$ cat src/source/clause_params.svh
`ifndef CLAUSE_PARAMS_SVH
`define CLAUSE_PARAMS_SVH

// Clauses held by one bin.
`define NUM_CLAUSES_A_BIN 4

// Variables local to one bin.
`define NUM_VARS_A_BIN 8

// Width of a clause length field.
`define WIDTH_C_LEN 5

`endif

$ cat src/source/sat_var_pkg.sv
`include "clause_params.svh"

package sat_var_pkg;

    // State of one variable as seen by the base.
    typedef logic [2:0] var_state_t;

    localparam var_state_t VAR_FREE  = 3'b000;
    localparam var_state_t VAR_TRUE  = 3'b001;
    localparam var_state_t VAR_FALSE = 3'b010;
    // Both polarities implied in the same round.
    localparam var_state_t VAR_BOTH  = 3'b011;

    // States of all bin variables, variable 0 in the low slot.
    typedef logic [3*`NUM_VARS_A_BIN-1:0] var_word_t;

    // Literal code of one variable inside a clause.
    typedef logic [1:0] lit_t;

    localparam lit_t LIT_ABSENT = 2'b00;
    localparam lit_t LIT_POS    = 2'b01;
    localparam lit_t LIT_NEG    = 2'b10;

    typedef enum logic [1:0] {
        CLS_ABSENT,
        CLS_TRUE,
        CLS_FALSE,
        CLS_FREE
    } lit_class_t;

endpackage

$ cat src/source/clause_pkg.sv
`include "clause_params.svh"

package clause_pkg;

    // Number of literals in a clause.
    typedef logic [`WIDTH_C_LEN-1:0] clause_len_t;

    // Two bits per bin variable, variable 0 in the low bits.
    typedef logic [2*`NUM_VARS_A_BIN-1:0] clause_lits_t;

    typedef enum logic [1:0] {
        CL_OPEN,
        CL_SAT,
        CL_UNIT,
        CL_CONFLICT
    } clause_status_t;

    // Result stage of the bin.
    typedef enum logic [1:0] {
        RES_IDLE,
        RES_MERGE,
        RES_HOLD
    } result_state_t;

endpackage

$ cat src/source/lit_decode.sv
`timescale 1ns/10ps
`include "clause_params.svh"

module lit_decode (
    input  clause_pkg::clause_lits_t    lits_i,
    input  sat_var_pkg::var_word_t      var_state_i,
    output logic [`NUM_VARS_A_BIN-1:0]  true_mask_o,
    output logic [`NUM_VARS_A_BIN-1:0]  false_mask_o,
    output logic [`NUM_VARS_A_BIN-1:0]  free_mask_o
);

    function automatic sat_var_pkg::lit_class_t classify(
        input sat_var_pkg::lit_t       lit,
        input sat_var_pkg::var_state_t state
    );
        classify = sat_var_pkg::CLS_ABSENT;
        if (lit == sat_var_pkg::LIT_POS || lit == sat_var_pkg::LIT_NEG) begin
            case (state)
                sat_var_pkg::VAR_FREE:  classify = sat_var_pkg::CLS_FREE;
                sat_var_pkg::VAR_TRUE:  classify = (lit == sat_var_pkg::LIT_POS) ?
                                                   sat_var_pkg::CLS_TRUE :
                                                   sat_var_pkg::CLS_FALSE;
                sat_var_pkg::VAR_FALSE: classify = (lit == sat_var_pkg::LIT_NEG) ?
                                                   sat_var_pkg::CLS_TRUE :
                                                   sat_var_pkg::CLS_FALSE;
                default:                classify = sat_var_pkg::CLS_ABSENT;
            endcase
        end
    endfunction

    always_comb begin : decode
        sat_var_pkg::lit_class_t cls;
        for (int i = 0; i < `NUM_VARS_A_BIN; i++) begin
            cls = classify(lits_i[2*i +: 2], var_state_i[3*i +: 3]);
            true_mask_o[i]  = (cls == sat_var_pkg::CLS_TRUE);
            false_mask_o[i] = (cls == sat_var_pkg::CLS_FALSE);
            free_mask_o[i]  = (cls == sat_var_pkg::CLS_FREE);
        end
    end

endmodule

$ cat src/source/clause_eval.sv
`timescale 1ns/10ps
`include "clause_params.svh"

module clause_eval (
    input  clause_pkg::clause_lits_t    lits_i,
    input  clause_pkg::clause_len_t     len_i,
    input  logic [`NUM_VARS_A_BIN-1:0]  true_mask_i,
    input  logic [`NUM_VARS_A_BIN-1:0]  false_mask_i,
    input  logic [`NUM_VARS_A_BIN-1:0]  free_mask_i,
    output clause_pkg::clause_status_t  status_o,
    output sat_var_pkg::var_word_t      impl_word_o
);

    clause_pkg::clause_len_t true_cnt;
    clause_pkg::clause_len_t false_cnt;
    clause_pkg::clause_len_t free_cnt;

    always_comb begin : count
        true_cnt  = '0;
        false_cnt = '0;
        free_cnt  = '0;
        for (int i = 0; i < `NUM_VARS_A_BIN; i++) begin
            true_cnt  = true_cnt + clause_pkg::clause_len_t'(true_mask_i[i]);
            false_cnt = false_cnt + clause_pkg::clause_len_t'(false_mask_i[i]);
            free_cnt  = free_cnt + clause_pkg::clause_len_t'(free_mask_i[i]);
        end
    end

    // An empty clause slot is never unit or conflicting.
    always_comb begin : classify
        if (true_cnt != '0) begin
            status_o = clause_pkg::CL_SAT;
        end else if (len_i == '0) begin
            status_o = clause_pkg::CL_OPEN;
        end else if (false_cnt == len_i) begin
            status_o = clause_pkg::CL_CONFLICT;
        end else if (false_cnt == len_i - clause_pkg::clause_len_t'(1) && free_cnt == 1) begin
            status_o = clause_pkg::CL_UNIT;
        end else begin
            status_o = clause_pkg::CL_OPEN;
        end
    end

    // The single free literal is forced to the value that satisfies it.
    always_comb begin : implication
        impl_word_o = '0;
        for (int i = 0; i < `NUM_VARS_A_BIN; i++) begin
            if (status_o == clause_pkg::CL_UNIT && free_mask_i[i]) begin
                impl_word_o[3*i +: 3] = (lits_i[2*i +: 2] == sat_var_pkg::LIT_POS) ?
                                        sat_var_pkg::VAR_TRUE : sat_var_pkg::VAR_FALSE;
            end
        end
    end

endmodule

$ cat src/source/clause_cell.sv
`timescale 1ns/10ps
`include "clause_params.svh"

module clause_cell (
    input  logic                       clk,
    input  logic                       rst_n_i,
    input  logic                       wr_i,
    input  sat_var_pkg::var_word_t     var_value_frombase_i,
    input  clause_pkg::clause_len_t    clause_len_i,
    input  logic                       apply_impl_i,
    input  logic                       apply_bkt_i,
    output sat_var_pkg::var_word_t     var_value_tobase_o,
    output clause_pkg::clause_len_t    clause_len_o,
    output logic                       conflict_o
);

    typedef struct packed {
        clause_pkg::clause_lits_t lits;
        clause_pkg::clause_len_t  len;
    } clause_store_t;

    typedef struct packed {
        sat_var_pkg::var_word_t impl;
        logic                   conflict;
    } cell_result_t;

    clause_store_t              store_d;
    clause_store_t              store_q;
    cell_result_t               result_q;
    logic [`NUM_VARS_A_BIN-1:0] true_mask;
    logic [`NUM_VARS_A_BIN-1:0] false_mask;
    logic [`NUM_VARS_A_BIN-1:0] free_mask;
    clause_pkg::clause_status_t status;
    sat_var_pkg::var_word_t     impl_word;

    // During a write each state slot carries the literal code in its low bits.
    always_comb begin : capture
        store_d.len = clause_len_i;
        for (int i = 0; i < `NUM_VARS_A_BIN; i++) begin
            store_d.lits[2*i +: 2] = var_value_frombase_i[3*i +: 2];
        end
    end

    always_ff @(posedge clk) begin
        if (!rst_n_i) begin
            store_q <= '0;
        end else if (wr_i) begin
            store_q <= store_d;
        end
    end

    lit_decode i_lit_decode (
        .lits_i       (store_q.lits),
        .var_state_i  (var_value_frombase_i),
        .true_mask_o  (true_mask),
        .false_mask_o (false_mask),
        .free_mask_o  (free_mask)
    );

    clause_eval i_clause_eval (
        .lits_i       (store_q.lits),
        .len_i        (store_q.len),
        .true_mask_i  (true_mask),
        .false_mask_i (false_mask),
        .free_mask_i  (free_mask),
        .status_o     (status),
        .impl_word_o  (impl_word)
    );

    // A backtrack drops the result but keeps the stored clause.
    always_ff @(posedge clk) begin
        if (!rst_n_i || apply_bkt_i) begin
            result_q <= '0;
        end else if (apply_impl_i) begin
            result_q.impl     <= impl_word;
            result_q.conflict <= (status == clause_pkg::CL_CONFLICT);
        end
    end

    assign var_value_tobase_o = result_q.impl;
    assign conflict_o         = result_q.conflict;
    assign clause_len_o       = store_q.len;

endmodule

$ cat src/source/clause4.sv
`timescale 1ns/10ps
`include "clause_params.svh"

module clause4 (
    input  logic                                               clk,
    input  logic                                               rst_n_i,
    input  logic [`NUM_CLAUSES_A_BIN-1:0]                      wr_i,
    input  sat_var_pkg::var_word_t                             var_value_frombase_i,
    input  clause_pkg::clause_len_t                            clause_len_i,
    input  logic                                               apply_impl_i,
    input  logic                                               apply_bkt_i,
    output sat_var_pkg::var_word_t                             var_value_tobase_o,
    output clause_pkg::clause_len_t [`NUM_CLAUSES_A_BIN-1:0]   clause_len_o,
    output logic [`NUM_CLAUSES_A_BIN-1:0]                      clause_conflict_o
);

    sat_var_pkg::var_word_t impl_words [`NUM_CLAUSES_A_BIN];

    // Cell k owns write strobe bit k and length field k.
    for (genvar k = 0; k < `NUM_CLAUSES_A_BIN; k++) begin : g_cell
        clause_cell i_clause_cell (
            .clk                  (clk),
            .rst_n_i              (rst_n_i),
            .wr_i                 (wr_i[k]),
            .var_value_frombase_i (var_value_frombase_i),
            .clause_len_i         (clause_len_i),
            .apply_impl_i         (apply_impl_i),
            .apply_bkt_i          (apply_bkt_i),
            .var_value_tobase_o   (impl_words[k]),
            .clause_len_o         (clause_len_o[k]),
            .conflict_o           (clause_conflict_o[k])
        );
    end

    // Opposite implications on one variable overlap to 011 here.
    always_comb begin : merge
        var_value_tobase_o = '0;
        for (int k = 0; k < `NUM_CLAUSES_A_BIN; k++) begin
            var_value_tobase_o = var_value_tobase_o | impl_words[k];
        end
    end

endmodule

$ cat src/source/bin_result.sv
`timescale 1ns/10ps
`include "clause_params.svh"

module bin_result (
    input  logic                               clk,
    input  logic                               rst_n_i,
    input  logic                               apply_impl_i,
    input  logic                               apply_bkt_i,
    input  sat_var_pkg::var_word_t             merged_word_i,
    input  logic [`NUM_CLAUSES_A_BIN-1:0]      clause_conflict_i,
    output sat_var_pkg::var_word_t             var_value_tobase_o,
    output logic                               impl_valid_o,
    output logic                               conflict_o
);

    clause_pkg::result_state_t state_q;
    sat_var_pkg::var_word_t    word_q;
    logic                      valid_q;
    logic                      conflict_q;
    logic                      both_implied;

    always_comb begin : opposing
        both_implied = 1'b0;
        for (int i = 0; i < `NUM_VARS_A_BIN; i++) begin
            if (merged_word_i[3*i +: 3] == sat_var_pkg::VAR_BOTH) begin
                both_implied = 1'b1;
            end
        end
    end

    // The cells register on the apply edge, so the merge is taken one edge later.
    always_ff @(posedge clk) begin
        if (!rst_n_i || apply_bkt_i) begin
            state_q    <= clause_pkg::RES_IDLE;
            word_q     <= '0;
            valid_q    <= 1'b0;
            conflict_q <= 1'b0;
        end else begin
            valid_q <= 1'b0;
            case (state_q)
                clause_pkg::RES_MERGE: begin
                    word_q     <= merged_word_i;
                    conflict_q <= (|clause_conflict_i) || both_implied;
                    valid_q    <= 1'b1;
                    state_q    <= apply_impl_i ? clause_pkg::RES_MERGE : clause_pkg::RES_HOLD;
                end
                default: begin
                    if (apply_impl_i) begin
                        state_q <= clause_pkg::RES_MERGE;
                    end
                end
            endcase
        end
    end

    assign var_value_tobase_o = word_q;
    assign impl_valid_o       = valid_q;
    assign conflict_o         = conflict_q;

endmodule

$ cat src/source/clause_bin.sv
`timescale 1ns/10ps
`include "clause_params.svh"

module clause_bin (
    input  logic                                              clk,
    input  logic                                              rst_n_i,
    input  logic [`NUM_CLAUSES_A_BIN-1:0]                     wr_i,
    input  sat_var_pkg::var_word_t                            var_value_frombase_i,
    input  clause_pkg::clause_len_t                           clause_len_i,
    input  logic                                              apply_impl_i,
    input  logic                                              apply_bkt_i,
    output sat_var_pkg::var_word_t                            var_value_tobase_o,
    output clause_pkg::clause_len_t [`NUM_CLAUSES_A_BIN-1:0]  clause_len_o,
    output logic                                              impl_valid_o,
    output logic                                              conflict_o
);

    sat_var_pkg::var_word_t          var_value_tobase;
    logic [`NUM_CLAUSES_A_BIN-1:0]   clause_conflict;

    clause4 i_clause4 (
        .clk                  (clk),
        .rst_n_i              (rst_n_i),
        .wr_i                 (wr_i),
        .var_value_frombase_i (var_value_frombase_i),
        .clause_len_i         (clause_len_i),
        .apply_impl_i         (apply_impl_i),
        .apply_bkt_i          (apply_bkt_i),
        .var_value_tobase_o   (var_value_tobase),
        .clause_len_o         (clause_len_o),
        .clause_conflict_o    (clause_conflict)
    );

    bin_result i_bin_result (
        .clk                (clk),
        .rst_n_i            (rst_n_i),
        .apply_impl_i       (apply_impl_i),
        .apply_bkt_i        (apply_bkt_i),
        .merged_word_i      (var_value_tobase),
        .clause_conflict_i  (clause_conflict),
        .var_value_tobase_o (var_value_tobase_o),
        .impl_valid_o       (impl_valid_o),
        .conflict_o         (conflict_o)
    );

endmodule

$ cat config.mk
export PLATFORM = sky130hd
export DESIGN_NAME = clause_bin
export DESIGN_NICKNAME = d
export VERILOG_FILES = /design/src/source/sat_var_pkg.sv /design/src/source/clause_pkg.sv /design/src/source/lit_decode.sv /design/src/source/clause_eval.sv /design/src/source/clause_cell.sv /design/src/source/clause4.sv /design/src/source/bin_result.sv /design/src/source/clause_bin.sv
export VERILOG_INCLUDE_DIRS = /design/src /design/src/source
export SDC_FILE = /design/constraint.sdc
export NUM_CORES = 1
export LEC_CHECK = 0
export BUFFER_PORTS_ARGS = -buffer_cell sky130_fd_sc_hd__buf_2
export CAP_MARGIN = 10
export CORE_MARGIN = 3
export CORE_UTILIZATION = 34
export DETAILED_ROUTE_END_ITERATION = 10
export GPL_TIMING_DRIVEN = 0
export PLACE_DENSITY = 0.6
export SYNTH_ARGS = -nofsm -noshare
export SYNTH_HDL_FRONTEND = slang
export SYNTH_SLANG_ARGS = --single-unit
$ cat constraint.sdc
create_clock -name clk -period 16.04 [get_ports clk]
set_clock_uncertainty 0.05 [all_clocks]
set_input_delay 1.604 -clock clk [delete_from_list [all_inputs] [get_ports clk]]
set_output_delay 1.604 -clock clk [all_outputs]
set_load 0.005 [all_outputs]
==> parameters.txt, run 1 <==
Parameter                              Value

Cells and area
  Inserted Diodes    0
  Fill cell count    approximately 3400
  Area growth from synthesis to final layout    12.7%
  Proportion of layout cells with a drive suffix above 1    10.5%
  Final core area utilization    ~40%
  Number of nets in the layout    ~1600

Timing
  Transition time at the pin with the least slew margin    1270 ps
  Maximum operating frequency    roughly 0.14 GHz
  # setup viols final    0
  Slew Limit Fails    0
  Final cycle utilization of the critical path    between 40% and 50%
  Final worst path period need    approximately 7300 ps
  Setup slack of the critical path after layout    8730 ps
  Worst relative slew slack    between 10 and 15%
  Final-report hold violation count    0
  RSZ-0062 raised after global routing    false
  Total negative slack    0 ps

Detailed routing
  Wire length after detailed routing    35.6 mm
  Antenna violation net count after detailed routing    0
  Top Layer Used    met4
  WL/cell    19.5 µm
  Vias post-DR    9461
  Wl on met1    roughly 17 mm
  Router iterations before antenna repair    5
  Met3 routed wirelength    roughly 2.5 mm
  Met2 routed WL    roughly 15 mm
  Number of vias per cell    5.18
  Post-detailed-route DRC marker count    0
  Starting DRT DRC Count    between 600 and 700

Place
  Pre-CTS WS    8420 ps
  Port buffer count    65
  Final HPWL DP    28.9 mm
  Placer congestion estimate    ~0.9

Clock network
  Total CTS buffers    17
  Buffer depth of the longest clock path    2
  H-tree lvl count    4
  Clock network latency to the later pin of the worst-skew pair    approximately 460 ps
  Worst-path clk slew    around 70 ps
  Clock root buffer master    clkbuf_16
  Clock net sink count    roughly 170
  Hold-fix buffers, CTS    0
  Count of cells resized by post-cts repair    0
  Number of setup buffers added after CTS    0
  TritonCTS clock tree    yes

Synthesis
  Share of the yosys chip area belonging to registers    ~30%
  Post-Synthesis Mean Instance Area    between 9 and 10 µm²
  Share of flip-flops with an asynchronous set or reset    0%
  Cell type with the largest total area after synthesis    dfxtp_1
  Number of synthesized flops with an enable pin    0
  Mapped cell area    between 10000 and 15000 µm²
  Number of distinct library cells after synthesis    between 60 and 70
  Leading cell types by total area after synthesis    dfxtp_1 (30%), ha_1 (12%), fa_1 (8.3%), mux2i_1 (7.4%), nor2b_1 (5.9%)
  Area share of the largest cell type after synthesis    between 20% and 30%
  Prevailing post-synth register cell    dfxtp_1
  Count of warnings emitted by yosys    0
  Yosys reg bits    172
  Post-Syn Instances    about 1300

Min path
  Type of the worst min-delay path    flip-flop to flip-flop

Setup path
  Critical Path AT    around 7600 ps
  Category of the most critical setup path    input port to flip-flop
  Maximum fanout along the worst path    10
  Startpoint kind of the worst setup timing path    input port
  Required time of the worst setup path    ~16000 ps
  Critical path capture point type    flip-flop

Floorplan
  Total die area    36200 µm²
  Y dimension of the die    about 190 µm
  Floorplan die width    around 190 µm
  Std cell rows    66
  Core region area    around 33000 µm²
  Ports placed on the boundary    between 80 and 90
  Starting density of the core    35.0%

Job
  Max-Cap Viols    0

GRT
  Maximum number of pins on one net before global-route repair    18
  First-pass GRT wire length    ~54 mm
  Initial antenna violation count    0
  Overall Global Routing Usage    around 20%
  Remaining global-route overflow    0
  Number of global-route vias before repair    ~9000

Power and ir drop
  PD cells    roughly 81 nW/µm²
  IR Drop Worst-Case VDD    slightly above 0.08 mV
  Total leakage power    5.67 nW

Run status
  Status    finished clean
[cells in the final DEF (no fill, tap or decap), types with 17 or more instances in the layout]
| cell type | instances |
|---|---|
| nor4_1 | 48 |
| nor2_1 | 62 |
| nand2_1 | 90 |
| clkbuf_16 | 17 |
| a21oi_1 | 31 |
| dfxtp_1 | 172 |
| nand2b_1 | 29 |
| xor2_1 | 21 |
| inv_1 | 121 |
| nor3_1 | 41 |
| a22oi_1 | 19 |
| ha_1 | 112 |
| fa_1 | 48 |
| nand3_1 | 17 |
| clkbuf_1 | 43 |
| o21ai_0 | 53 |
| buf_2 | 69 |
| mux2i_1 | 85 |
| nor2b_1 | 108 |
[critical path, cell delays in order]
cell       delay, ps
clkbuf_1         400
inv_1            230
nor2_1           320
a2bb2oi_1        110
nor4_1           280
ha_1             310
inv_1             80
fa_1             450
fa_1             550
inv_1             60
fa_1             460
fa_1             390
or2_2            280
a2111oi_0        740
nand4_1          600
clkbuf_1         440
o31ai_1          310
[sequential cells by signal, indices dropped and copies added (netlist names)]
signal / count
i_bin_result.conflict_o: 1
i_bin_result.impl_valid_o: 1
i_bin_result.var_value_tobase_o: 16
i_clause4.g_cell.i_clause_cell.clause_len_o: 20
i_clause4.g_cell.i_clause_cell.var_value_tobase_o: 64
i_clause4.g_cell.i_clause_cell.conflict_o: 4
i_clause4.g_cell.i_clause_cell.store_q: 64
i_bin_result.state_q: 2
[layout make-up]
class,count,area [µm²],share of cell area (%)
inverter,121,454,3.49
multi-input combinational,922,7290,56.0
buffer,72,389,2.99
clock inverter,14,126,0.971
clock buffer,18,429,3.30
timing repair buffer,65,325,2.50
tap,442,553,4.25
sequential,172,3440,26.5
[cell usage after synthesis (5+ instances only)]
cell      number
or4_1          5
a22o_1         7
inv_1        121
dfxtp_1      172
a22oi_1       19
a32o_2        10
o22a_1        10
nor2b_1      108
nand2b_1      29
a32o_1         6
nand3_1       17
o22ai_1       11
nand2_1       90
clkbuf_1      42
a21oi_1       31
nand3b_1       7
or2_2          5
nor4_1        48
fa_1          48
o31ai_1       10
xnor2_1        6
xor2_1        21
o21ai_0       53
buf_6          8
mux2i_1       85
a211oi_1      15
buf_4         13
o21bai_1       5
ha_1         112
nor2_1        62
nor3_1        41
[worst paths after layout]
kind / cells after the start / startpoint / slack (ps) / end
worst min register to register: 2 / flip-flop / 400 / flip-flop
worst max register to register: 19 / i_clause4.g_cell[0].i_clause_cell.store_q[5] / 9940 / flip-flop
worst max-delay path: 17 / var_value_frombase_i[3] / 8730 / flip-flop
worst min-delay path: 2 / flip-flop / 400 / flip-flop
[through the flow]
step / instances / total power [mW] / hold slack (ps) / cell area, µm²
6_report: 1826 / 1.05 / 396 / 13000
5_1_grt: 1826 / 1.10 / 421 / 13000
4_1_cts: 1826 / 1.06 / 402 / 13000
3_5_place_dp: 1794 / 0.651 / 385 / 12500
3_3_place_gp: 1794 / 0.647 / 377 / 12400
2_1_floorplan: 1287 / 0.593 / 367 / 11600
[layer usage]
| metal | up-vias | GRT usage (%) |
|---|---|---|
| li1 | 4584 | - |
| met1 | 4520 | 28.2 |
| met2 | 311 | 30.6 |
| met3 | 46 | 4.08 |
| met4 | 0 | 6.07 |
| met5 | - | 0 |
[kinds of logic after synthesis]
| kind of cell | after synthesis | share of synthesized area (%) |
|---|---|---|
| compound gates | 198 | 11.9 |
| xor+xnor | 30 | 2.63 |
| fa+ha+maj | 160 | 20.5 |
| buf+inv | 193 | 7.30 |
| flops | 172 | 29.8 |
| mux | 85 | 7.37 |
| other cells | 1 | 0.0325 |
| simple gates | 441 | 20.5 |
[power by group]
part / switching, mW / internal, mW
sequential: 0.0151 / 0.441
clock: 0.201 / 0.205
combinational: 0.111 / 0.0769
Note: power is estimated with default switching activity, not from simulation.
==> run 2: changes to the inputs <==
- PLACE_DENSITY: 0.6 -> 0.62
- clock period: 16.04 -> 6 ns (I/O delays scaled with it)
==> run 2 against run 1 <==
  * Critical path depth increased by 1
  * Non-clock buffer count grew 4
  * Count of clock-buffer cells in the layout did not move
  * Global-route usage fell by 0.27 points
  * Design area increased by 0.72%
  * Sequential power rose to 2.7 times the previous value
  * Final cell count is 0.16% higher
  * Flip-flop and latch count did not move
  * Sequential share of layout area is 0.19 points lower
  * Core utilization up 0.28 points
  * Via count about the same
  * First-iteration DRC count increased by 13%
==> parameters.txt, run 2 (same netlist as run 1, synthesis figures left out) <==
Parameter                              Value

Place
  Placer congestion estimate    0.915 (+2.3%)
  Number of cells in the design after placement    1794 (unchanged)
  Final HPWL DP    28.6 mm (-0.99%)
  Port buffer count    65 (unchanged)
  Post-Place Cell Area    12500 µm² (unchanged)

Clock network
  Hold-fix buffers, CTS    0 (unchanged)
  H-tree lvl count    4 (unchanged)
  Clock network latency to the later pin of the worst-skew pair    450 ps (about the same)
  TritonCTS clock tree    yes
  Worst-path clk slew    80 ps (about the same)
  Total CTS buffers    17 (unchanged)
  Clock net sink count    172 (unchanged)
  Clock root buffer master    clkbuf_16
  Buffer depth of the longest clock path    2 (unchanged)

Timing
  # setup viols final    0 (unchanged)
  Slew Limit Fails    0 (unchanged)
  Maximum operating frequency    around 0.18 GHz
  Final-report hold violation count    0 (unchanged)
  Final cycle utilization of the critical path    between 90% and 100%
  Transition time at the pin with the least slew margin    1250 ps (-21.3 ps)
  RSZ-0062 raised after global routing    false
  Final worst path period need    approximately 5700 ps
  Worst relative slew slack    15.9% (+1.4 points)

Cells and area
  Storage element area    3440 µm² (unchanged)
  Area growth from synthesis to final layout    13.5%
  Final Instance Area    13100 µm² (+0.72%)
  Most frequent cells in the layout    dfxtp_1 (172), inv_1 (121), ha_1 (112)
  Proportion of layout cells with a drive suffix above 1    11.0% (+0.48 points)
  Final std cells w/o fill    1829 (+0.16%)
  Multi-input logic area    7290 µm² (about the same)
  Inserted Diodes    0 (unchanged)
  Number of nets in the layout    1572 (+0.26%)
  Commonest non-fill, non-tap cell in the layout    dfxtp_1
  Final core area utilization    39.7% (+0.28 points)
  Fill cell count    3368 (+0.15%)

GRT
  First-pass GRT wire length    53.8 mm (-0.56%)
  Overall Global Routing Usage    19.6% (-0.27 points)
  Remaining global-route overflow    0 (unchanged)
  Maximum number of pins on one net before global-route repair    17 (-1)
  Number of global-route vias before repair    9198 (+1.7%)
  Initial antenna violation count    0 (unchanged)

Setup path
  Register-to-register setup slack    450 ps (-9490 ps)
  Path depth of the worst reg2reg path    20 (+1)
  Critical path capture point type    flip-flop
  Required time of the worst setup path    6330 ps (-10020 ps)
  Critical Path AT    6040 ps (-1580 ps)
  Startpoint kind of the worst setup timing path    input port
  Maximum fanout along the worst path    10 (unchanged)
  Category of the most critical setup path    input port to flip-flop
  Launching point of the worst reg2reg path    i_clause4.g_cell[0].i_clause_cell.store_q[5]

Detailed routing
  Vias post-DR    9452 (-0.095%)
  Router iterations before antenna repair    5 (unchanged)
  WL/cell    19.2 µm (-1.5%)
  Post-detailed-route DRC marker count    0 (unchanged)
  Wire length after detailed routing    35.1 mm (-1.3%)
  Antenna violation net count after detailed routing    0 (unchanged)
  Starting DRT DRC Count    721 (+13%)
  Number of vias per cell    5.17 (-0.26%)

Floorplan
  Starting density of the core    35.0% (unchanged)
  Ports placed on the boundary    83 (unchanged)
  Floorplan die width    190 µm (unchanged)
  Total die area    36200 µm² (unchanged)
  Y dimension of the die    190 µm (unchanged)
  Core region area    33000 µm² (unchanged)
  Std cell rows    66 (unchanged)

Power and ir drop
  Clock share of power    40.8% (+2.2 points)
  IR Drop Worst-Case VDD    0.210 mV (+160%)
  PD cells    222 nW/µm² (+180%)
  Share of total power consumed by net switching    29.2% (-2.0 points)
  Internal Dissipation    2.06 mW (+190%)
  Power dissipated by switching net loads    0.849 mW (+160%)
  Fraction of power consumed by combinational cells    17.3% (-0.6 points)
  Fraction of power consumed by sequential logic    41.9% (-1.6 points)
  Total leakage power    5.73 nW (+1.1%)

Run status
  Status    finished clean

Min path
  Instance count along the most critical hold path    2 (unchanged)
  Type of the worst min-delay path    flip-flop to flip-flop

Job
  Max-Cap Viols    0 (unchanged)
## run 2: cell count changes in the layout (fill, tap and decap cells not counted), sizes merged
| cell | before | now |
|---|---|---|
| buf | 94 | 98 |
| inv | 130 | 129 |
| bufinv | 0 | 3 |
| clkinvlp | 3 | 0 |
## run 2: worst max path at each step
stage	to	start
floorplan	flip-flop	var_value_frombase_i[1]
global placement	flip-flop	var_value_frombase_i[3]
detailed placement	flip-flop	var_value_frombase_i[3]
CTS	flip-flop	var_value_frombase_i[1]
global route	flip-flop	var_value_frombase_i[4]
finish	flip-flop	var_value_frombase_i[1]
## run 2: cell type report
type                            instances  share of cell area, %
Timing Repair Buffer                   69                   2.71
Inverter                              121                   3.47
Tap cell                              442                   4.22
Multi-Input combinational cell        922                   55.7
Clock inverter                         13                   1.33
Buffer                                 72                   3.00
Sequential cell                       172                   26.3
Clock buffer                           18                   3.35
## run 2: critical path, stage by stage
cell       delay [ps]
clkbuf_1          320
clkbuf_2          330
a21oi_1            90
o21ai_0           270
nor2b_1            90
ha_1              280
inv_1              50
fa_1              520
inv_1              90
fa_1              510
fa_1              500
fa_1              410
xor2_1            270
xor2_1            150
or4_4             550
a2111oi_4         590
buf_6             240
a32o_2            180
## run 2: what timing repair did
item                                    CTS  global route
pin swaps                                 2             1
endpoints found under the setup margin   20            36
gates resized for setup                   0             8
buffers inserted                          4             0
## run 2: metal layers
metal | vias to the layer above | wire length, µm | part of all wire (%) | global-route usage [%]
met5 | - | 0 | 0 | 0
met2 | 300 | 15500 | 44 | 30.9
li1 | 4574 | - | - | -
met1 | 4548 | 16200 | 46 | 27.8
met4 | 0 | 667 | 1.9 | 5.19
met3 | 30 | 2700 | 7.7 | 3.57
## run 2: power groups by stage
| stage | logic, mW | clock network, mW | registers (mW) |
|---|---|---|---|
| 2_1_floorplan | 0.352 | 0 | 1.23 |
| 3_3_place_gp | 0.486 | 0 | 1.24 |
| 3_5_place_dp | 0.495 | 0 | 1.24 |
| 4_1_cts | 0.499 | 1.21 | 1.22 |
| 5_1_grt | 0.559 | 1.25 | 1.22 |
| 6_report | 0.504 | 1.19 | 1.22 |
## run 2: metrics by stage
step           power (mW)  hold slack (ps)  setup WS [ps]  TNS (ps)
2_1_floorplan        1.58              367            451         0
3_3_place_gp         1.73              379           -622    -18940
3_5_place_dp         1.74              392           -762    -21170
4_1_cts              2.92              394            108         0
5_1_grt              3.03              419           49.8         0
6_report             2.91              406            289         0
